--- config.mk ---
export PLATFORM = sky130hd
export DESIGN_NAME = ps2_kbd_top
export DESIGN_NICKNAME = d
export VERILOG_FILES = /design/src/hw/ps2_pkg.sv /design/src/hw/ps2_ifs.sv /design/src/hw/ps2_kbd_top.sv /design/src/hw/ps2_apb_regs.sv /design/src/hw/ps2_event_fifo.sv /design/src/hw/ps2_scan_decoder.sv /design/src/hw/ps2_frame_rx.sv
export SDC_FILE = /design/constraint.sdc
export NUM_CORES = 1
export LEC_CHECK = 0
export BUFFER_PORTS_ARGS = -buffer_cell sky130_fd_sc_hd__buf_4
export CORE_MARGIN = 3
export CORE_UTILIZATION = 55
export CTS_BUF_LIST = sky130_fd_sc_hd__clkbuf_4
export DETAILED_ROUTE_END_ITERATION = 7
export HOLD_SLACK_MARGIN = 0.06
export PLACE_DENSITY = 0.79
export SETUP_SLACK_MARGIN = 0.05
export SYNTH_ARGS = -nofsm -noshare
export SYNTH_HDL_FRONTEND = slang
export SYNTH_HIERARCHICAL = 1
export SYNTH_SLANG_ARGS = --single-unit
--- constraint.sdc ---
create_clock -name clk -period 2.9 [get_ports clk]
set_input_delay 0.58 -clock clk [delete_from_list [all_inputs] [get_ports clk]]
set_output_delay 0.58 -clock clk [all_outputs]
set_load 0.02 [all_outputs]
--- src/hw/ps2_pkg.sv ---
package ps2_pkg;

    // ------------------------------------------------------------------------
    // Data widths
    // ------------------------------------------------------------------------

    // One data byte out of a PS/2 frame
    typedef logic [7:0] ps2_byte_t;

    // Queued key event {release, extended, code}
    typedef logic [9:0] key_event_t;

    // APB byte address and data
    typedef logic [3:0]  apb_addr_t;
    typedef logic [31:0] apb_data_t;

    // Flag positions inside key_event_t
    localparam int EV_EXT_BIT = 8;
    localparam int EV_REL_BIT = 9;

    // Scan-code prefixes, set 2
    localparam ps2_byte_t PFX_EXT = 8'hE0;
    localparam ps2_byte_t PFX_BRK = 8'hF0;

    // ------------------------------------------------------------------------
    // Register map
    // ------------------------------------------------------------------------
    localparam apb_addr_t REG_CTRL   = 4'h0;
    localparam apb_addr_t REG_STATUS = 4'h4;
    localparam apb_addr_t REG_DATA   = 4'h8;
    localparam apb_addr_t REG_ERRCNT = 4'hC;

    // CTRL fields
    localparam int CTRL_EN_BIT     = 0;
    localparam int CTRL_IRQ_EN_BIT = 1;

    // STATUS fields, level sits in 15..8
    localparam int ST_NE_BIT   = 0;
    localparam int ST_OVF_BIT  = 1;
    localparam int ST_PAR_BIT  = 2;
    localparam int ST_FRM_BIT  = 3;
    localparam int ST_LVL_LSB  = 8;

    // Prefix tracking states of the scan decoder
    typedef enum logic [1:0] {
        IDLE,
        GOT_EXT,
        GOT_BRK,
        GOT_EXT_BRK
    } dec_state_t;

endpackage
--- src/hw/ps2_ifs.sv ---
`timescale 1ns/1ps

// Frame result from the receiver to the scan decoder
interface ps2_byte_if;

    // One-cycle strobe per frame
    logic                valid;
    // Payload, only meaningful with valid
    ps2_pkg::ps2_byte_t  data;
    logic                parity_err;
    logic                frame_err;

    modport rx  (output valid, data, parity_err, frame_err);
    modport dec (input  valid, data, parity_err, frame_err);

endinterface

// Event queue as seen by the register block
interface ps2_evq_if #(
    parameter int FIFO_DEPTH = 8
);

    // Host side handshake
    logic                          pop;
    logic                          ovf_clear;
    // Queue state, head valid whenever not empty
    ps2_pkg::key_event_t           head;
    logic                          empty;
    logic [$clog2(FIFO_DEPTH):0]   level;
    logic                          overflow;

    modport fifo (input  pop, ovf_clear, output head, empty, level, overflow);
    modport host (output pop, ovf_clear, input  head, empty, level, overflow);

endinterface

--- src/hw/ps2_kbd_top.sv ---
`timescale 1ns/1ps

module ps2_kbd_top #(
    parameter int FIFO_DEPTH   = 8,
    parameter int IDLE_TIMEOUT = 2000
) (
    input  logic               clk,
    input  logic               rst,
    // PS/2 device lines, input only
    input  logic               ps2_clk,
    input  logic               ps2_data,
    // APB slave
    input  ps2_pkg::apb_addr_t paddr,
    input  logic               psel,
    input  logic               penable,
    input  logic               pwrite,
    input  ps2_pkg::apb_data_t pwdata,
    output ps2_pkg::apb_data_t prdata,
    output logic               pready,
    output logic               pslverr,
    output logic               irq
);

    logic                enable;
    logic                ev_valid;
    ps2_pkg::key_event_t ev_data;
    logic                parity_seen;
    logic                frame_seen;

    ps2_byte_if                           byte_bus ();
    ps2_evq_if #(.FIFO_DEPTH(FIFO_DEPTH)) evq ();

    // ------------------------------------------------------------------------
    // Receive path: frame capture, prefix decode, event queue
    // ------------------------------------------------------------------------
    ps2_frame_rx #(.IDLE_TIMEOUT(IDLE_TIMEOUT)) frame_rx0 (
        .clk     (clk),
        .rst     (rst),
        .ps2_clk (ps2_clk),
        .ps2_data(ps2_data),
        .rx_byte (byte_bus.rx)
    );

    ps2_scan_decoder decoder0 (
        .clk        (clk),
        .rst        (rst),
        .enable     (enable),
        .rx_byte    (byte_bus.dec),
        .ev_valid   (ev_valid),
        .ev_data    (ev_data),
        .parity_seen(parity_seen),
        .frame_seen (frame_seen)
    );

    ps2_event_fifo #(.FIFO_DEPTH(FIFO_DEPTH)) fifo0 (
        .clk     (clk),
        .rst     (rst),
        .ev_valid(ev_valid),
        .ev_data (ev_data),
        .q       (evq.fifo)
    );

    // Host registers and interrupt
    ps2_apb_regs #(.FIFO_DEPTH(FIFO_DEPTH)) regs0 (
        .clk        (clk),
        .rst        (rst),
        .paddr      (paddr),
        .psel       (psel),
        .penable    (penable),
        .pwrite     (pwrite),
        .pwdata     (pwdata),
        .prdata     (prdata),
        .pready     (pready),
        .pslverr    (pslverr),
        .parity_seen(parity_seen),
        .frame_seen (frame_seen),
        .enable     (enable),
        .irq        (irq),
        .q          (evq.host)
    );

endmodule

--- src/hw/ps2_apb_regs.sv ---
`timescale 1ns/1ps

module ps2_apb_regs #(
    parameter int FIFO_DEPTH = 8
) (
    input  logic               clk,
    input  logic               rst,
    input  ps2_pkg::apb_addr_t paddr,
    input  logic               psel,
    input  logic               penable,
    input  logic               pwrite,
    input  ps2_pkg::apb_data_t pwdata,
    output ps2_pkg::apb_data_t prdata,
    output logic               pready,
    output logic               pslverr,
    input  logic               parity_seen,
    input  logic               frame_seen,
    output logic               enable,
    output logic               irq,
    ps2_evq_if.host            q
);

    // Level field as it appears in STATUS
    localparam int LW = $clog2(FIFO_DEPTH) + 1;

    logic       access;
    logic       wr;
    logic       rd;
    logic       addr_ok;
    logic       irq_en;
    logic       par_err;
    logic       frm_err;
    logic [7:0] err_cnt;
    logic [7:0] level8;

    // ------------------------------------------------------------------------
    // Bus decode
    // ------------------------------------------------------------------------
    assign access  = psel & penable;
    assign wr      = access & pwrite;
    assign rd      = access & ~pwrite;
    assign addr_ok = (paddr == ps2_pkg::REG_CTRL)   || (paddr == ps2_pkg::REG_STATUS) ||
                     (paddr == ps2_pkg::REG_DATA)   || (paddr == ps2_pkg::REG_ERRCNT);

    // No wait states
    assign pready  = 1'b1;
    assign pslverr = access & ~addr_ok;

    // DATA read pops the head in the access cycle
    assign q.pop       = rd & (paddr == ps2_pkg::REG_DATA) & ~q.empty;
    // W1C on STATUS overflow goes straight to the queue
    assign q.ovf_clear = wr & (paddr == ps2_pkg::REG_STATUS) & pwdata[ps2_pkg::ST_OVF_BIT];

    // Zero-extend the queue level into the 8-bit STATUS field
    assign level8 = {{(8 - LW){1'b0}}, q.level};

    // ------------------------------------------------------------------------
    // Control and error registers
    // ------------------------------------------------------------------------
    always_ff @(posedge clk) begin
        if (rst) begin
            enable  <= 1'b0;
            irq_en  <= 1'b0;
            par_err <= 1'b0;
            frm_err <= 1'b0;
            err_cnt <= 8'd0;
            irq     <= 1'b0;
        end else begin
            if (wr && paddr == ps2_pkg::REG_CTRL) begin
                enable <= pwdata[ps2_pkg::CTRL_EN_BIT];
                irq_en <= pwdata[ps2_pkg::CTRL_IRQ_EN_BIT];
            end
            // Sticky error flags, a new error beats the clear
            if (parity_seen) begin
                par_err <= 1'b1;
            end else if (wr && paddr == ps2_pkg::REG_STATUS && pwdata[ps2_pkg::ST_PAR_BIT]) begin
                par_err <= 1'b0;
            end
            if (frame_seen) begin
                frm_err <= 1'b1;
            end else if (wr && paddr == ps2_pkg::REG_STATUS && pwdata[ps2_pkg::ST_FRM_BIT]) begin
                frm_err <= 1'b0;
            end
            // One count per rejected frame, saturating
            if (wr && paddr == ps2_pkg::REG_ERRCNT) begin
                err_cnt <= 8'd0;
            end else if ((parity_seen || frame_seen) && err_cnt != 8'hFF) begin
                err_cnt <= err_cnt + 8'd1;
            end
            irq <= irq_en & ~q.empty;
        end
    end

    // ------------------------------------------------------------------------
    // Read mux
    // ------------------------------------------------------------------------
    always_comb begin
        prdata = '0;
        case (paddr)
            ps2_pkg::REG_CTRL: begin
                prdata[ps2_pkg::CTRL_EN_BIT]     = enable;
                prdata[ps2_pkg::CTRL_IRQ_EN_BIT] = irq_en;
            end
            ps2_pkg::REG_STATUS: begin
                prdata[ps2_pkg::ST_NE_BIT]  = ~q.empty;
                prdata[ps2_pkg::ST_OVF_BIT] = q.overflow;
                prdata[ps2_pkg::ST_PAR_BIT] = par_err;
                prdata[ps2_pkg::ST_FRM_BIT] = frm_err;
                prdata[ps2_pkg::ST_LVL_LSB +: 8] = level8;
            end
            // Empty queue reads as zero
            ps2_pkg::REG_DATA:   prdata[9:0] = q.empty ? '0 : q.head;
            ps2_pkg::REG_ERRCNT: prdata[7:0] = err_cnt;
            default:             prdata = '0;
        endcase
    end

endmodule

--- src/hw/ps2_event_fifo.sv ---
`timescale 1ns/1ps

module ps2_event_fifo #(
    parameter int FIFO_DEPTH = 8
) (
    input  logic                clk,
    input  logic                rst,
    input  logic                ev_valid,
    input  ps2_pkg::key_event_t ev_data,
    ps2_evq_if.fifo             q
);

    // Pointer width, depth is a power of two so pointers wrap by themselves
    localparam int AW = $clog2(FIFO_DEPTH);

    ps2_pkg::key_event_t mem [FIFO_DEPTH];
    logic [AW-1:0]       wr_ptr;
    logic [AW-1:0]       rd_ptr;
    logic [AW:0]         level;
    logic                ovf;
    logic                full;
    logic                do_wr;
    logic                do_rd;

    assign full  = (level == (AW + 1)'(FIFO_DEPTH));
    assign do_wr = ev_valid & ~full;
    // Pop on an empty queue is ignored
    assign do_rd = q.pop & (level != '0);

    // Storage
    always_ff @(posedge clk) begin
        if (do_wr) begin
            mem[wr_ptr] <= ev_data;
        end
    end

    // Pointers, level and sticky overflow
    always_ff @(posedge clk) begin
        if (rst) begin
            wr_ptr <= '0;
            rd_ptr <= '0;
            level  <= '0;
            ovf    <= 1'b0;
        end else begin
            if (do_wr) wr_ptr <= wr_ptr + 1'b1;
            if (do_rd) rd_ptr <= rd_ptr + 1'b1;
            if (do_wr && !do_rd) begin
                level <= level + 1'b1;
            end else if (do_rd && !do_wr) begin
                level <= level - 1'b1;
            end
            // A new drop wins over a clear in the same cycle
            if (ev_valid && full) begin
                ovf <= 1'b1;
            end else if (q.ovf_clear) begin
                ovf <= 1'b0;
            end
        end
    end

    assign q.head     = mem[rd_ptr];
    assign q.empty    = (level == '0);
    assign q.level    = level;
    assign q.overflow = ovf;

endmodule

--- src/hw/ps2_scan_decoder.sv ---
`timescale 1ns/1ps

module ps2_scan_decoder (
    input  logic                clk,
    input  logic                rst,
    input  logic                enable,
    ps2_byte_if.dec             rx_byte,
    output logic                ev_valid,
    output ps2_pkg::key_event_t ev_data,
    output logic                parity_seen,
    output logic                frame_seen
);

    ps2_pkg::dec_state_t state;
    ps2_pkg::key_event_t ev_next;
    logic                good_byte;
    logic                is_ext;
    logic                is_brk;

    // Accepted frame, only while the receiver is enabled
    assign good_byte = enable & rx_byte.valid & ~rx_byte.parity_err & ~rx_byte.frame_err;
    assign is_ext    = (rx_byte.data == ps2_pkg::PFX_EXT);
    assign is_brk    = (rx_byte.data == ps2_pkg::PFX_BRK);

    // Event word from the byte and the flags collected so far
    always_comb begin
        ev_next                      = '0;
        ev_next[7:0]                 = rx_byte.data;
        ev_next[ps2_pkg::EV_EXT_BIT] = (state == ps2_pkg::GOT_EXT) ||
                                       (state == ps2_pkg::GOT_EXT_BRK);
        ev_next[ps2_pkg::EV_REL_BIT] = (state == ps2_pkg::GOT_BRK) ||
                                       (state == ps2_pkg::GOT_EXT_BRK);
    end

    // ------------------------------------------------------------------------
    // Prefix FSM
    // ------------------------------------------------------------------------
    always_ff @(posedge clk) begin
        if (rst) begin
            state       <= ps2_pkg::IDLE;
            ev_valid    <= 1'b0;
            parity_seen <= 1'b0;
            frame_seen  <= 1'b0;
        end else begin
            ev_valid    <= 1'b0;
            parity_seen <= 1'b0;
            frame_seen  <= 1'b0;
            if (!enable) begin
                // Disabled, drop everything
                state <= ps2_pkg::IDLE;
            end else if (rx_byte.valid) begin
                if (rx_byte.parity_err || rx_byte.frame_err) begin
                    // Bad frame breaks any pending prefix sequence
                    state       <= ps2_pkg::IDLE;
                    parity_seen <= rx_byte.parity_err;
                    frame_seen  <= rx_byte.frame_err;
                end else if (is_ext) begin
                    state <= ps2_pkg::GOT_EXT;
                end else if (is_brk) begin
                    state <= (state == ps2_pkg::GOT_EXT) ? ps2_pkg::GOT_EXT_BRK
                                                         : ps2_pkg::GOT_BRK;
                end else begin
                    ev_valid <= 1'b1;
                    state    <= ps2_pkg::IDLE;
                end
            end
        end
    end

    // Payload register, loaded with each final code byte
    always_ff @(posedge clk) begin
        if (good_byte && !is_ext && !is_brk) begin
            ev_data <= ev_next;
        end
    end

endmodule

--- src/hw/ps2_frame_rx.sv ---
`timescale 1ns/1ps

module ps2_frame_rx #(
    parameter int IDLE_TIMEOUT = 2000
) (
    input  logic        clk,
    input  logic        rst,
    input  logic        ps2_clk,
    input  logic        ps2_data,
    ps2_byte_if.rx      rx_byte
);

    // Timeout counter wide enough for IDLE_TIMEOUT
    localparam int TW = $clog2(IDLE_TIMEOUT + 1);

    // ------------------------------------------------------------------------
    // Input synchronizers and edge detect
    // ------------------------------------------------------------------------

    // Both lines idle high, so all flops preset to 1
    logic clk_s1;
    logic clk_s2;
    logic clk_d;
    logic dat_s1;
    logic dat_s2;
    logic fall;

    always_ff @(posedge clk) begin
        if (rst) begin
            clk_s1 <= 1'b1;
            clk_s2 <= 1'b1;
            clk_d  <= 1'b1;
            dat_s1 <= 1'b1;
            dat_s2 <= 1'b1;
        end else begin
            clk_s1 <= ps2_clk;
            clk_s2 <= clk_s1;
            clk_d  <= clk_s2;
            dat_s1 <= ps2_data;
            dat_s2 <= dat_s1;
        end
    end

    // High for one cycle after the synchronized clock drops
    assign fall = clk_d & ~clk_s2;

    // ------------------------------------------------------------------------
    // Frame capture
    // ------------------------------------------------------------------------

    // Bits 0..9 of the frame, LSB first, start bit ends up in shreg[0]
    logic [9:0]    shreg;
    logic [3:0]    bit_cnt;
    logic [TW-1:0] idle_cnt;

    always_ff @(posedge clk) begin
        if (rst) begin
            bit_cnt       <= 4'd0;
            idle_cnt      <= '0;
            rx_byte.valid <= 1'b0;
        end else begin
            rx_byte.valid <= 1'b0;
            if (fall) begin
                idle_cnt <= '0;
                if (bit_cnt == 4'd10) begin
                    // Stop bit arrives now, frame complete
                    bit_cnt       <= 4'd0;
                    rx_byte.valid <= 1'b1;
                end else begin
                    bit_cnt <= bit_cnt + 4'd1;
                end
            end else if (bit_cnt != 4'd0) begin
                // Partial frame waiting for the next fall
                if (idle_cnt == TW'(IDLE_TIMEOUT - 1)) begin
                    bit_cnt       <= 4'd0;
                    idle_cnt      <= '0;
                    rx_byte.valid <= 1'b1;
                end else begin
                    idle_cnt <= idle_cnt + 1'b1;
                end
            end else begin
                idle_cnt <= '0;
            end
        end
    end

    // Shift register and result payload
    always_ff @(posedge clk) begin
        if (fall) begin
            if (bit_cnt == 4'd10) begin
                rx_byte.data       <= shreg[8:1];
                // Odd parity over data plus parity bit
                rx_byte.parity_err <= ~(^shreg[9:1]);
                // Start must be 0, stop (current bit) must be 1
                rx_byte.frame_err  <= shreg[0] | ~dat_s2;
            end else begin
                shreg <= {dat_s2, shreg[9:1]};
            end
        end else if (bit_cnt != 4'd0 && idle_cnt == TW'(IDLE_TIMEOUT - 1)) begin
            // Abandoned frame
            rx_byte.data       <= shreg[8:1];
            rx_byte.parity_err <= 1'b0;
            rx_byte.frame_err  <= 1'b1;
        end
    end

endmodule

==> results of run 1 <==
==> timing repair <==
item	4_1_cts	5_1_grt
resized for setup	12	12
pin swaps	2	0
buffers inserted	5	0
setup endpoints to repair	10	11
gates cloned	1	0
==> per-layer routing <==
metal,vias up,wire [um],GRT usage [%]
met2,119,6990,34.6
met4,0,245,7.11
li1,1899,-,-
met5,-,0,0
met3,18,661,5.02
met1,2077,5200,23.1
==> power by group through the flow <==
stage                     Combinational (W)  Sequential [W]  Clock [W]
after global placement             0.000108         0.00252          0
after CTS                          0.000112         0.00247    0.00156
after detailed placement           0.000111         0.00253          0
final                              0.000113         0.00247    0.00153
after floorplan                   0.0000960         0.00252          0
after global routing               0.000124         0.00247    0.00165
==> flip-flops by register name (all words and copies together) (netlist names), 2 cells and up, named ones only <==
| register | flops |
|---|---|
| fifo0/mem | 80 |
| frame_rx0/idle_cnt | 11 |
| decoder0/ev_data | 10 |
| frame_rx0/shreg | 10 |
| frame_rx0/rx_byte.data | 8 |
| regs0/err_cnt | 8 |
| fifo0/q.level | 4 |
| frame_rx0/bit_cnt | 4 |
| fifo0/rd_ptr | 3 |
| fifo0/wr_ptr | 3 |
| decoder0/state | 2 |
==> cells by family (layout without fill, tap and decap cells) <==
kind of cell | count (synthesis) | after routing | synth area share, %
compound gates | 57 | 57 | 6.26
xor+xnor | 22 | 22 | 3.08
fa+ha+maj | 11 | 11 | 2.09
buf+inv | 50 | 98 | 4.27
flops | 163 | 163 | 62.9
mux | 39 | 39 | 9.45
other cells | 2 | 21 | 0.108
simple gates | 144 | 144 | 11.8
==> through the flow <==
stage / power (W) / TNS (ns) / area, sq um
global route: 0.00425 / -0.978 / 7900
floorplan: 0.00262 / 0 / 7050
global placement: 0.00263 / 0 / 7410
CTS: 0.00414 / -0.609 / 7900
finish: 0.00411 / -0.163 / 7900
detailed placement: 0.00264 / 0 / 7410
==> how the worst max path moves through the flow <==
stage              from                to  slack [ns]  cells after the start
2_1_floorplan  paddr[2]  fifo0/q.level[3]        0.08                     13
3_3_place_gp   paddr[1]  fifo0/q.level[3]         0.1                     12
3_5_place_dp   paddr[1]  fifo0/q.level[3]        0.07                     12
4_1_cts        register         prdata[8]       -0.09                      6
5_1_grt        register         prdata[8]       -0.14                      6
6_report       register         prdata[8]       -0.04                      6
==> synth_stat cells (2+ instances only) <==
master | number | area (sq um)
sky130_fd_sc_hd__and4b_1 | 2 | 20.0
sky130_fd_sc_hd__o21ai_1 | 2 | 10.0
sky130_fd_sc_hd__ha_1 | 10 | 125
sky130_fd_sc_hd__nor2_1 | 47 | 176
sky130_fd_sc_hd__nor4_1 | 4 | 25.0
sky130_fd_sc_hd__or2_2 | 5 | 31.3
sky130_fd_sc_hd__nor3b_1 | 5 | 37.5
sky130_fd_sc_hd__o21ai_0 | 8 | 40.0
sky130_fd_sc_hd__buf_4 | 23 | 173
sky130_fd_sc_hd__a22o_1 | 10 | 87.6
sky130_fd_sc_hd__mux2i_1 | 7 | 70.1
sky130_fd_sc_hd__nor2b_1 | 8 | 50.1
sky130_fd_sc_hd__o211a_1 | 2 | 20.0
sky130_fd_sc_hd__o211ai_1 | 2 | 15.0
sky130_fd_sc_hd__edfxtp_1 | 110 | 3300
sky130_fd_sc_hd__and2_1 | 2 | 12.5
sky130_fd_sc_hd__a31oi_1 | 2 | 12.5
sky130_fd_sc_hd__xnor2_1 | 15 | 131
sky130_fd_sc_hd__conb_1 | 2 | 7.51
sky130_fd_sc_hd__nand2_1 | 18 | 67.6
sky130_fd_sc_hd__mux4_2 | 20 | 450
sky130_fd_sc_hd__mux2_1 | 2 | 22.5
sky130_fd_sc_hd__dfxtp_1 | 53 | 1060
sky130_fd_sc_hd__and3_2 | 4 | 30.0
sky130_fd_sc_hd__and3_1 | 4 | 25.0
sky130_fd_sc_hd__a21oi_1 | 10 | 50.1
sky130_fd_sc_hd__buf_2 | 4 | 20.0
sky130_fd_sc_hd__nor3_1 | 12 | 60.1
sky130_fd_sc_hd__buf_6 | 2 | 22.5
sky130_fd_sc_hd__mux2_2 | 10 | 113
sky130_fd_sc_hd__clkbuf_1 | 9 | 33.8
sky130_fd_sc_hd__nand4_1 | 2 | 12.5
sky130_fd_sc_hd__inv_1 | 10 | 37.5
sky130_fd_sc_hd__nand3_1 | 9 | 45.0
sky130_fd_sc_hd__nand2b_1 | 4 | 25.0
sky130_fd_sc_hd__a211oi_1 | 3 | 22.5
sky130_fd_sc_hd__and4_1 | 2 | 17.5
sky130_fd_sc_hd__xor2_1 | 5 | 43.8
sky130_fd_sc_hd__a21o_1 | 3 | 22.5
==> area by class of cell <==
| cell class | instances | area share (%) |
|---|---|---|
| Inverter | 11 | 0.554 |
| Tap cell | 168 | 2.66 |
| Clock buffer | 18 | 1.71 |
| Clock inverter | 14 | 2.68 |
| Sequential cell | 163 | 55.4 |
| Timing Repair Buffer | 55 | 6.35 |
| Multi-Input combinational cell | 294 | 30.7 |
==> layout by cell type (no fill, tap or decap), types with 4 or more instances in the layout <==
cell                         netlist  routed
sky130_fd_sc_hd__a21oi_1          10       9
sky130_fd_sc_hd__a22o_1           10      10
sky130_fd_sc_hd__and3_1            4       4
sky130_fd_sc_hd__and3_2            4       4
sky130_fd_sc_hd__buf_12            0       5
sky130_fd_sc_hd__buf_4            23      43
sky130_fd_sc_hd__buf_6             2       7
sky130_fd_sc_hd__bufinv_16         0       5
sky130_fd_sc_hd__clkbuf_4          0      18
sky130_fd_sc_hd__clkinvlp_4        0       4
sky130_fd_sc_hd__conb_1            2      21
sky130_fd_sc_hd__dfxtp_1          53      47
sky130_fd_sc_hd__dfxtp_2           0       4
sky130_fd_sc_hd__edfxtp_1        110     110
sky130_fd_sc_hd__ha_1             10       9
sky130_fd_sc_hd__inv_1            10      10
sky130_fd_sc_hd__mux2_2           10       4
sky130_fd_sc_hd__mux2_4            0       6
sky130_fd_sc_hd__mux2i_1           7       7
sky130_fd_sc_hd__mux4_2           20      20
sky130_fd_sc_hd__nand2_1          18      17
sky130_fd_sc_hd__nand2b_1          4       4
sky130_fd_sc_hd__nand3_1           9       9
sky130_fd_sc_hd__nor2_1           47      47
sky130_fd_sc_hd__nor2b_1           8       8
sky130_fd_sc_hd__nor3_1           12      12
sky130_fd_sc_hd__nor3b_1           5       4
sky130_fd_sc_hd__o21ai_0           8       8
sky130_fd_sc_hd__or2_2             5       5
sky130_fd_sc_hd__xnor2_1          15      15
sky130_fd_sc_hd__xor2_1            5       5
==> summary.txt, run 1 <==
Pwr
  – Net Sw Power: 0.000835 W
  – Clock power share: ~37%
  – Leakage Power: 2.68 nW
  – PwrDens: between 500 and 600 nW/um^2
  – Share of total power in combinational logic: roughly 2.7%
  – Cell internal pwr: approximately 0.0033 W
  – Sw frac: 20.3%
  – Register share of total power: 60.1%
  – Peak ir drop on the vdd network: between 0.0004 and 0.0005 V

Placement
  – Pre-CTS setup slack: ~0.074 ns
  – Placed Cells incl. Taps: 686
  – Number of buffer cells added on primary ports: 28
  – Routability Congestion: between 0.8 and 0.9
  – HPWL after detailed placement: 8680 um

Finish
  – Diodes inserted: 0
  – Util after Layout: 65.0%
  – Fraction of layout instances using a drive strength above 1: 27.6%
  – Total number of nets in the final design: around 600
  – Layout Cells excl Fill: roughly 720
  – Synth-to-Final Area Change: 13.9%
  – Sequential cell area: around 4400 sq um
  – Number of filler instances in the final layout: between 800 and 900
  – Total area of multi-input combinational cells: roughly 2400 sq um

Critical path
  – FF-to-FF End: fifo0/q.level[3]
  – Type of element launching the critical path: register
  – Launching point of the worst reg2reg path: fifo0/q.level[1]
  – Crit path buffers/inverters: 3
  – Cell family with the largest share of critical-path delay: multiplexers
  – Worst-path cell chain: buf_12 -> buf_12 -> mux4_2 -> mux2_4 -> a22o_1 -> buf_6
  – Worst r2r path cells: 10
  – Type of the setup path with the least slack: register to primary output
  – Minimum setup slack among reg-to-reg paths: 0.26 ns
  – Maximum fanout along the worst path: 8
  – Kind of end point of the critical path: primary output
  – CP max-delay cell: sky130_fd_sc_hd__mux4_2
  – Data required, critical path: 2.32 ns
  – Worst stage delay on the critical path: approximately 0.5 ns
  – Most repeated library cell on the critical path: sky130_fd_sc_hd__buf_12
  – Signal arrival time at the worst endpoint: around 2.4 ns

Global routing
  – Remaining global-route overflow: 0
  – Global-route wire length before repair: 21300 um
  – Largest net degree at the start of global routing: 41
  – Number of global-route vias before repair: ~4200
  – Antenna violations before repair: 0
  – Global-route usage over all layers: 19.6%

Timing
  – Max Clock Freq: 340 MHz
  – Final cycle utilization of the critical path: 102%
  – Min Clock Period, post-route: around 2.9 ns
  – Pin slew with the least headroom to its limit: between 0.7 and 0.8 ns
  – Setup repair after global routing missed its margin: true
  – Minimum setup slack in the final design: -0.0444 ns
  – Total count of hold-check failures in the final report: 0
  – Total count of max-transition violations in the final report: 0
  – Total setup violations reported at the end of the flow: 7
  – Final hold slack: roughly 0.22 ns
  – Fin Clk Skew: roughly 0.02 ns
  – Relative slew margins: between 50 and 60%

Job
  – # Max-Cap Violations: 0

Detailed routing
  – WL final: around 13000 um
  – Vias after detailed routing: roughly 4000
  – Count of antenna-violating nets left after detailed routing: 0
  – Wirelength per Cell: between 15 and 20 um
  – Pre-Repair DR Iteration Count: 4
  – Iteration-0 DRC Markers: between 300 and 400
  – Post-detailed-route via-to-cell ratio: ~5.7
  – Post-route DRC violation count: 0

Synthesis
  – Avg Inst Size Synth: approximately 14 sq um
  – Number of library cell types mapped by synthesis: 75
  – FFs w/ async S/R, synth: 0%
  – Number of warning messages in the yosys log: 6
  – EDFF count, synth: 110
  – Number of synthesized register bits: 163
  – Cell area after synthesis: around 7000 sq um
  – Sequential cell area fraction in the yosys report: 62.9%
  – Dominant register cell in the synthesized netlist: sky130_fd_sc_hd__edfxtp_1
  – Cell count after synthesis: between 400 and 500

Clock tree
  – Clock latency on the worst-skew pair: ~0.53 ns
  – Number of hold buffers added after cts: 0
  – Master cell of the clock root buffer: sky130_fd_sc_hd__clkbuf_4
  – TritonCTS clock tree: done
  – H-tree level count: 4
  – Maximum clock insertion buffer count: 2
  – Cts bufs inserted: 17
  – Clock input transition at the sequential cells of the worst setup and hold paths: about 0.13 ns
  – Total clock sinks: about 160

Floorplan
  – Number of top-level design ports: 78
  – Floorplan Core Area: about 12000 sq um
  – Die area: 14000 sq um
  – Starting Density: approximately 57%
  – Horiz. Die Dim: around 120 um
  – Number of rows in the core area: 40
  – Die extent in y: roughly 120 um

Min path
  – Sink of the worst hold path: frame_rx0/clk_s1
  – Source of the worst hold timing path: ps2_clk
  – Class of the worst hold path: primary input to register
  – Worst hold path stage count: 2

Status
  – Violations in the final reports: negative setup slack
  – Run status: complete, but fails checks
Note: power is estimated with default switching activity, not from simulation.
==> inputs of run 2 (changes only) <==
- CORE_MARGIN: 3 -> not set
==> run 2 against run 1 <==
  * The run still ends with negative setup slack left
  * Sequential power barely moved
  * First-iteration DRC count fell by 13%
  * Register-to-register slack got worse by 0.08 ns
  * Sequential cell count did not move
  * Non-clock buffer count rose by 1
  * Clock skew fell by 0.0010 ns
  * Largest power group unchanged
  * Highest routed layer unchanged
  * Power fell by 8.2%
  * Critical endpoint is now prdata[1]
  * Die area fell by 6.6%
  * Global-route usage rose by 1.5 points
  * Worst hold slack improved by 0.023 ns
  * Clock-buffer cell count rose by 3
  * Cell area fell by 0.92%
==> summary.txt, run 2 (same netlist as run 1, synthesis figures left out) <==
Critical path
  – Launching point of the worst reg2reg path: fifo0/q.level[1]
  – FF-to-FF End: fifo0/q.level[3]
  – Type of the setup path with the least slack: register to primary output
  – Minimum setup slack among reg-to-reg paths: 0.18 ns
  – Worst r2r path cells: 12
  – Signal arrival time at the worst endpoint: 2.34 ns
  – Type of element launching the critical path: register
  – Worst Setup EP: prdata[1]
  – Worst-path cell chain: buf_12 -> buf_16 -> mux4_2 -> mux2_4 -> a22o_1 -> buf_6
  – Kind of end point of the critical path: primary output
  – Data required, critical path: 2.32 ns
  – Worst stage delay on the critical path: about 0.50 ns
  – CP max-delay cell: sky130_fd_sc_hd__mux4_2
  – Maximum fanout along the worst path: 5

Pwr
  – Register share of total power: between 60 and 70%
  – Peak ir drop on the vdd network: between 0.0005 and 0.0006 V
  – Net Sw Power: roughly 0.00081 W
  – Sw frac: 21.6%
  – Share of total power in combinational logic: under 10%
  – Power, Total: ~0.0038 W
  – Leakage Power: between 2 and 3 nW
  – PwrDens: approximately 480 nW/um^2
  – Clock power share: between 30% and 40%
  – Cell internal pwr: roughly 0.0030 W

Timing
  – Total setup violations reported at the end of the flow: 3
  – Total count of max-transition violations in the final report: 0
  – Final hold slack: 0.246 ns
  – Fin Clk Skew: between 0.015 and 0.02 ns
  – Min Clock Period, post-route: 2.92 ns
  – Total count of hold-check failures in the final report: 0
  – Minimum setup slack in the final design: -0.0226 ns
  – Setup repair after global routing missed its margin: true
  – Final cycle utilization of the critical path: 101%
  – Max Clock Freq: between 300 and 400 MHz

Clock tree
  – H-tree level count: 4
  – Clock input transition at the sequential cells of the worst setup and hold paths: about 0.13 ns
  – Clock latency on the worst-skew pair: about 0.53 ns
  – Master cell of the clock root buffer: sky130_fd_sc_hd__clkbuf_4
  – Maximum clock insertion buffer count: 2
  – TritonCTS clock tree: done
  – Total clock sinks: roughly 160
  – Cts bufs inserted: 17

Finish
  – Synth-to-Final Area Change: 12.8%
  – Commonest non-fill, non-tap cell in the layout: sky130_fd_sc_hd__edfxtp_1
  – Total number of nets in the final design: a little under 600
  – Top flop regs: fifo0/mem: 80 flops, frame_rx0/idle_cnt: 11 flops
  – Number of filler instances in the final layout: 901
  – Most frequent cells in the layout: sky130_fd_sc_hd__edfxtp_1, sky130_fd_sc_hd__dfxtp_1, sky130_fd_sc_hd__nor2_1, sky130_fd_sc_hd__buf_4
  – Fraction of layout instances using a drive strength above 1: 27.0%
  – Diodes inserted: 0
  – Util after Layout: 64.4%
  – Number of flip-flops in the largest register: 80
  – Register with the most flip-flops: fifo0/mem

Floorplan
  – Number of rows in the core area: 40
  – Number of top-level design ports: a little under 80
  – Die area: approximately 13000 sq um
  – Starting Density: approximately 57%
  – Die extent in y: 114 um
  – Horiz. Die Dim: around 110 um
  – Floorplan Core Area: about 12000 sq um

Global routing
  – Antenna violations before repair: 0
  – Global-route usage over all layers: roughly a fifth
  – Number of global-route vias before repair: between 3000 and 4000
  – Remaining global-route overflow: 0
  – Global-route wire length before repair: between 15000 and 20000 um
  – Largest net degree at the start of global routing: just over 40

Job
  – # Max-Cap Violations: 0

Detailed routing
  – Iteration-0 DRC Markers: around 310
  – Pre-Repair DR Iteration Count: 4
  – Wirelength per Cell: about 18 um
  – Post-route DRC violation count: 0
  – WL final: 12800 um
  – Vias after detailed routing: approximately 4000
  – Post-detailed-route via-to-cell ratio: approximately 5.6
  – Count of antenna-violating nets left after detailed routing: 0

Min path
  – Class of the worst hold path: primary input to register
  – Worst hold path stage count: 2

Placement
  – Pre-CTS setup slack: 0.0330 ns
  – Number of buffer cells added on primary ports: 28
  – HPWL after detailed placement: between 8000 and 9000 um
  – Routability Congestion: between 0.8 and 0.9

Status
  – Run status: complete, but fails checks
  – Violations in the final reports: negative setup slack
-- run 2: worst min-delay path by stage --
stage                                start          endpoint  slack (ns)
after global placement    frame_rx0/clk_s1  frame_rx0/clk_s2        0.39
after CTS                         ps2_data  frame_rx0/dat_s1        0.19
after detailed placement  frame_rx0/clk_s1  frame_rx0/clk_s2        0.40
after global routing              ps2_data  frame_rx0/dat_s1        0.15
final                             ps2_data  frame_rx0/dat_s1        0.25
after floorplan           frame_rx0/clk_s1  frame_rx0/clk_s2        0.39
-- run 2: critical path: cells and delay by family, from the launching register on --
family                 cells  cell delay [ns]
muxes                      2             0.78
buffers and inverters      3             0.40
DFF                        1             0.42
AOI/OAI and AO/OA          1             0.23
-- run 2: through the flow --
step | instances | setup TNS (ns) | instance area [sq um]
floorplan | 507 | 0 | 7050
detailed placement | 687 | 0 | 7400
CTS | 724 | -0.255 | 7850
global route | 724 | -1.07 | 7830
global placement | 687 | 0 | 7400
finish | 724 | -0.0431 | 7830
-- run 2: final cells by class --
type	count	area (sq um)	share of cell area (%)
inverters	11	43.8	0.559
multi-input cells	294	2420	31.0
clock buffers	21	158	2.01
flip-flops and latches	163	4370	55.8
well taps	168	210	2.68
repair buffers	56	539	6.89
clock inverters	11	86.3	1.10
-- run 2: timing repair --
item / CTS / global route
hold buffers: 0 / 0
pin swaps: 4 / 2
setup endpoints to repair: 10 / 11
setup buffers: 2 / 1
gates cloned: 3 / 0
gates resized for setup: 24 / 2
-- run 2: metal layers --
layer  GRT usage [%]  wire length (um)  vias to the layer above
li1                -                 -                     1895
met1            24.8              5070                     2000
met4            7.01               152                        0
met2            37.0              6840                      120
met5               0                 0                        -
met3            6.14               728                       13
-- run 2: power by group through the flow --
stage               registers, W   logic, W  clock network (W)
floorplan                0.00252  0.0000960                  0
finish                   0.00247   0.000113            0.00119
CTS                      0.00247   0.000112            0.00120
global placement         0.00252   0.000108                  0
global route             0.00247   0.000123            0.00132
detailed placement       0.00253   0.000112                  0
==> inputs of run 3 (changes only) <==
- PLACE_DENSITY: 0.79 -> 0.83
==> run 3 against run 2 <==
  * The flow still finishes with violations (negative setup slack)
  * Register-to-register slack gained 0.04 ns
  * Utilization grew 0.30 points
  * Clock skew is 0.0020 ns higher
  * Die area unchanged
  * Sequential cell count did not move
  * Maximum frequency is 0.23% lower
  * Cell area increased by 0.46%
  * Non-clock buffer count fell by 2
  * Sequential power about the same
  * Worst hold slack worse by 0.015 ns
  * Via count grew 1.3%
  * Largest power group unchanged
==> summary.txt, run 3 (same netlist as run 1, synthesis figures left out) <==
Floorplan
  – Floorplan Core Area: 12200 sq um
  – Number of rows in the core area: 40
  – Horiz. Die Dim: 114 um
  – Die area: 13100 sq um
  – Starting Density: 57.1%
  – Number of top-level design ports: 78
  – Die extent in y: around 110 um

Min path
  – Worst hold path stage count: 2
  – Class of the worst hold path: primary input to register
  – Source of the worst hold timing path: ps2_data
  – Sink of the worst hold path: frame_rx0/dat_s1

Detailed routing
  – Post-detailed-route via-to-cell ratio: between 5 and 6
  – Topmost layer with routed signal wires: met4
  – Met1 wire length: 5040 um
  – WL final: ~13000 um
  – Vias after detailed routing: about 4000
  – Wirelength per Cell: 17.5 um
  – Met2 layer wire length in the routed design: between 6000 and 7000 um
  – Wire length on met3: 605 um
  – Post-route DRC violation count: 0
  – Pre-Repair DR Iteration Count: 4
  – Iteration-0 DRC Markers: 397
  – Count of antenna-violating nets left after detailed routing: 0

Timing
  – Pin slew with the least headroom to its limit: 0.773 ns
  – Total count of hold-check failures in the final report: 0
  – Relative slew margins: about half
  – Setup repair after global routing missed its margin: true
  – Total count of max-transition violations in the final report: 0
  – Total setup violations reported at the end of the flow: 1
  – Final cycle utilization of the critical path: 101%
  – Minimum setup slack in the final design: -0.0294 ns
  – Max Clock Freq: 341 MHz
  – Min Clock Period, post-route: between 2 and 3 ns
  – Fin Clk Skew: 0.0210 ns

Finish
  – Number of flip-flops in the largest register: 80
  – Synth-to-Final Area Change: 13.4%
  – Commonest non-fill, non-tap cell in the layout: sky130_fd_sc_hd__edfxtp_1
  – Total number of nets in the final design: approximately 600
  – Layout Cells excl Fill: between 700 and 800
  – Total area of multi-input combinational cells: roughly 2400 sq um
  – Fraction of layout instances using a drive strength above 1: between 20 and 30%
  – Diodes inserted: 0
  – Number of filler instances in the final layout: ~850
  – Most frequent cells in the layout: sky130_fd_sc_hd__edfxtp_1, sky130_fd_sc_hd__dfxtp_1, sky130_fd_sc_hd__nor2_1, sky130_fd_sc_hd__buf_4, sky130_fd_sc_hd__conb_1
  – Register with the most flip-flops: fifo0/mem
  – Util after Layout: about two thirds
  – Sequential cell area: about 4400 sq um
  – Top flop regs: fifo0/mem: 80 flops, frame_rx0/idle_cnt: 11 flops

Critical path
  – Kind of end point of the critical path: primary output
  – Minimum setup slack among reg-to-reg paths: ~0.22 ns
  – FF-to-FF End: fifo0/q.level[3]
  – Type of element launching the critical path: register
  – Worst r2r path cells: 12
  – Signal arrival time at the worst endpoint: 2.35 ns
  – Type of the setup path with the least slack: register to primary output
  – Data required, critical path: 2.32 ns
  – Launching point of the worst reg2reg path: fifo0/q.level[3]
  – Maximum fanout along the worst path: 7

Placement
  – HPWL after detailed placement: between 8000 and 9000 um
  – Number of buffer cells added on primary ports: 28
  – Routability Congestion: 0.785
  – Placed Cells incl. Taps: between 600 and 700

Clock tree
  – Cts bufs inserted: 17
  – Clock latency on the worst-skew pair: roughly 0.53 ns
  – Total clock sinks: ~160
  – Maximum clock insertion buffer count: 2
  – H-tree level count: 4
  – TritonCTS clock tree: done
  – Clock input transition at the sequential cells of the worst setup and hold paths: approximately 0.13 ns
  – Master cell of the clock root buffer: sky130_fd_sc_hd__clkbuf_4
  – Number of hold buffers added after cts: 0

Global routing
  – Largest net degree at the start of global routing: slightly above 40
  – Global-route usage over all layers: between 20 and 25%
  – Number of global-route vias before repair: slightly above 4000
  – Remaining global-route overflow: 0
  – Global-route wire length before repair: 20100 um
  – Antenna violations before repair: 0

Pwr
  – Peak ir drop on the vdd network: between 0.0003 and 0.0004 V
  – Leakage Power: between 2 and 3 nW
  – PwrDens: about 500 nW/um^2

Status
  – Violations in the final reports: negative setup slack
  – Run status: complete, but fails checks

Job
  – # Max-Cap Violations: 0
[run 3: worst max-delay path by stage]
stage	end	slack (ns)	depth (start not counted)
floorplan	fifo0/q.level[3]	0.08	13
global route	prdata[0]	-0.12	6
finish	prdata[0]	-0.03	6
global placement	fifo0/q.level[3]	0.10	12
detailed placement	fifo0/q.level[3]	0.003	12
CTS	prdata[0]	-0.05	6
[run 3: where the power goes]
| part | switching, W | internal, W |
|---|---|---|
| Sequential | 0.00000831 | 0.00246 |
| Combinational | 0.0000725 | 0.0000396 |
| Clock | 0.000758 | 0.000704 |
[run 3: layer usage]
| layer | vias up | track usage [%] |
|---|---|---|
| li1 | 1897 | - |
| met1 | 2053 | 24.8 |
| met2 | 110 | 36.9 |
| met3 | 19 | 4.92 |
| met4 | 0 | 6.84 |
| met5 | - | 0 |
[run 3: what timing repair did]
item,4_1_cts,5_1_grt
setup buffers,1,1
pin swaps,4,4
hold endpoints to repair,0,0
endpoints found under the setup margin,10,11
resized for setup,18,7
cloned,1,0
[run 3: cell type report]
type | instances | share of cell area (%)
clock inverter | 13 | 2.34
sequential | 163 | 55.6
clock buffer | 19 | 1.81
inverter | 11 | 0.557
timing repair buffer | 54 | 6.11
tap | 168 | 2.67
multi-input combinational | 294 | 30.9
[run 3: worst max-delay path: stages (launching register included)]
cell                      delay, ns
sky130_fd_sc_hd__dfxtp_4       0.48
sky130_fd_sc_hd__mux4_2        0.53
sky130_fd_sc_hd__mux2_4        0.30
sky130_fd_sc_hd__nand2_2       0.07
sky130_fd_sc_hd__o22ai_2       0.07
sky130_fd_sc_hd__o211a_1       0.24
sky130_fd_sc_hd__buf_6         0.13
[run 3: through the flow]
stage / setup WS, ns / area (sq um) / hold WS, ns / TNS, ns / total power, W
floorplan: 0.0801 / 7050 / 0.389 / 0 / 0.00262
global placement: 0.102 / 7420 / 0.397 / 0 / 0.00263
detailed placement: 0.00287 / 7420 / 0.402 / 0 / 0.00264
CTS: -0.0471 / 7840 / 0.186 / -0.265 / 0.00407
global route: -0.115 / 7870 / 0.168 / -0.707 / 0.00418
finish: -0.0294 / 7870 / 0.231 / -0.0294 / 0.00405
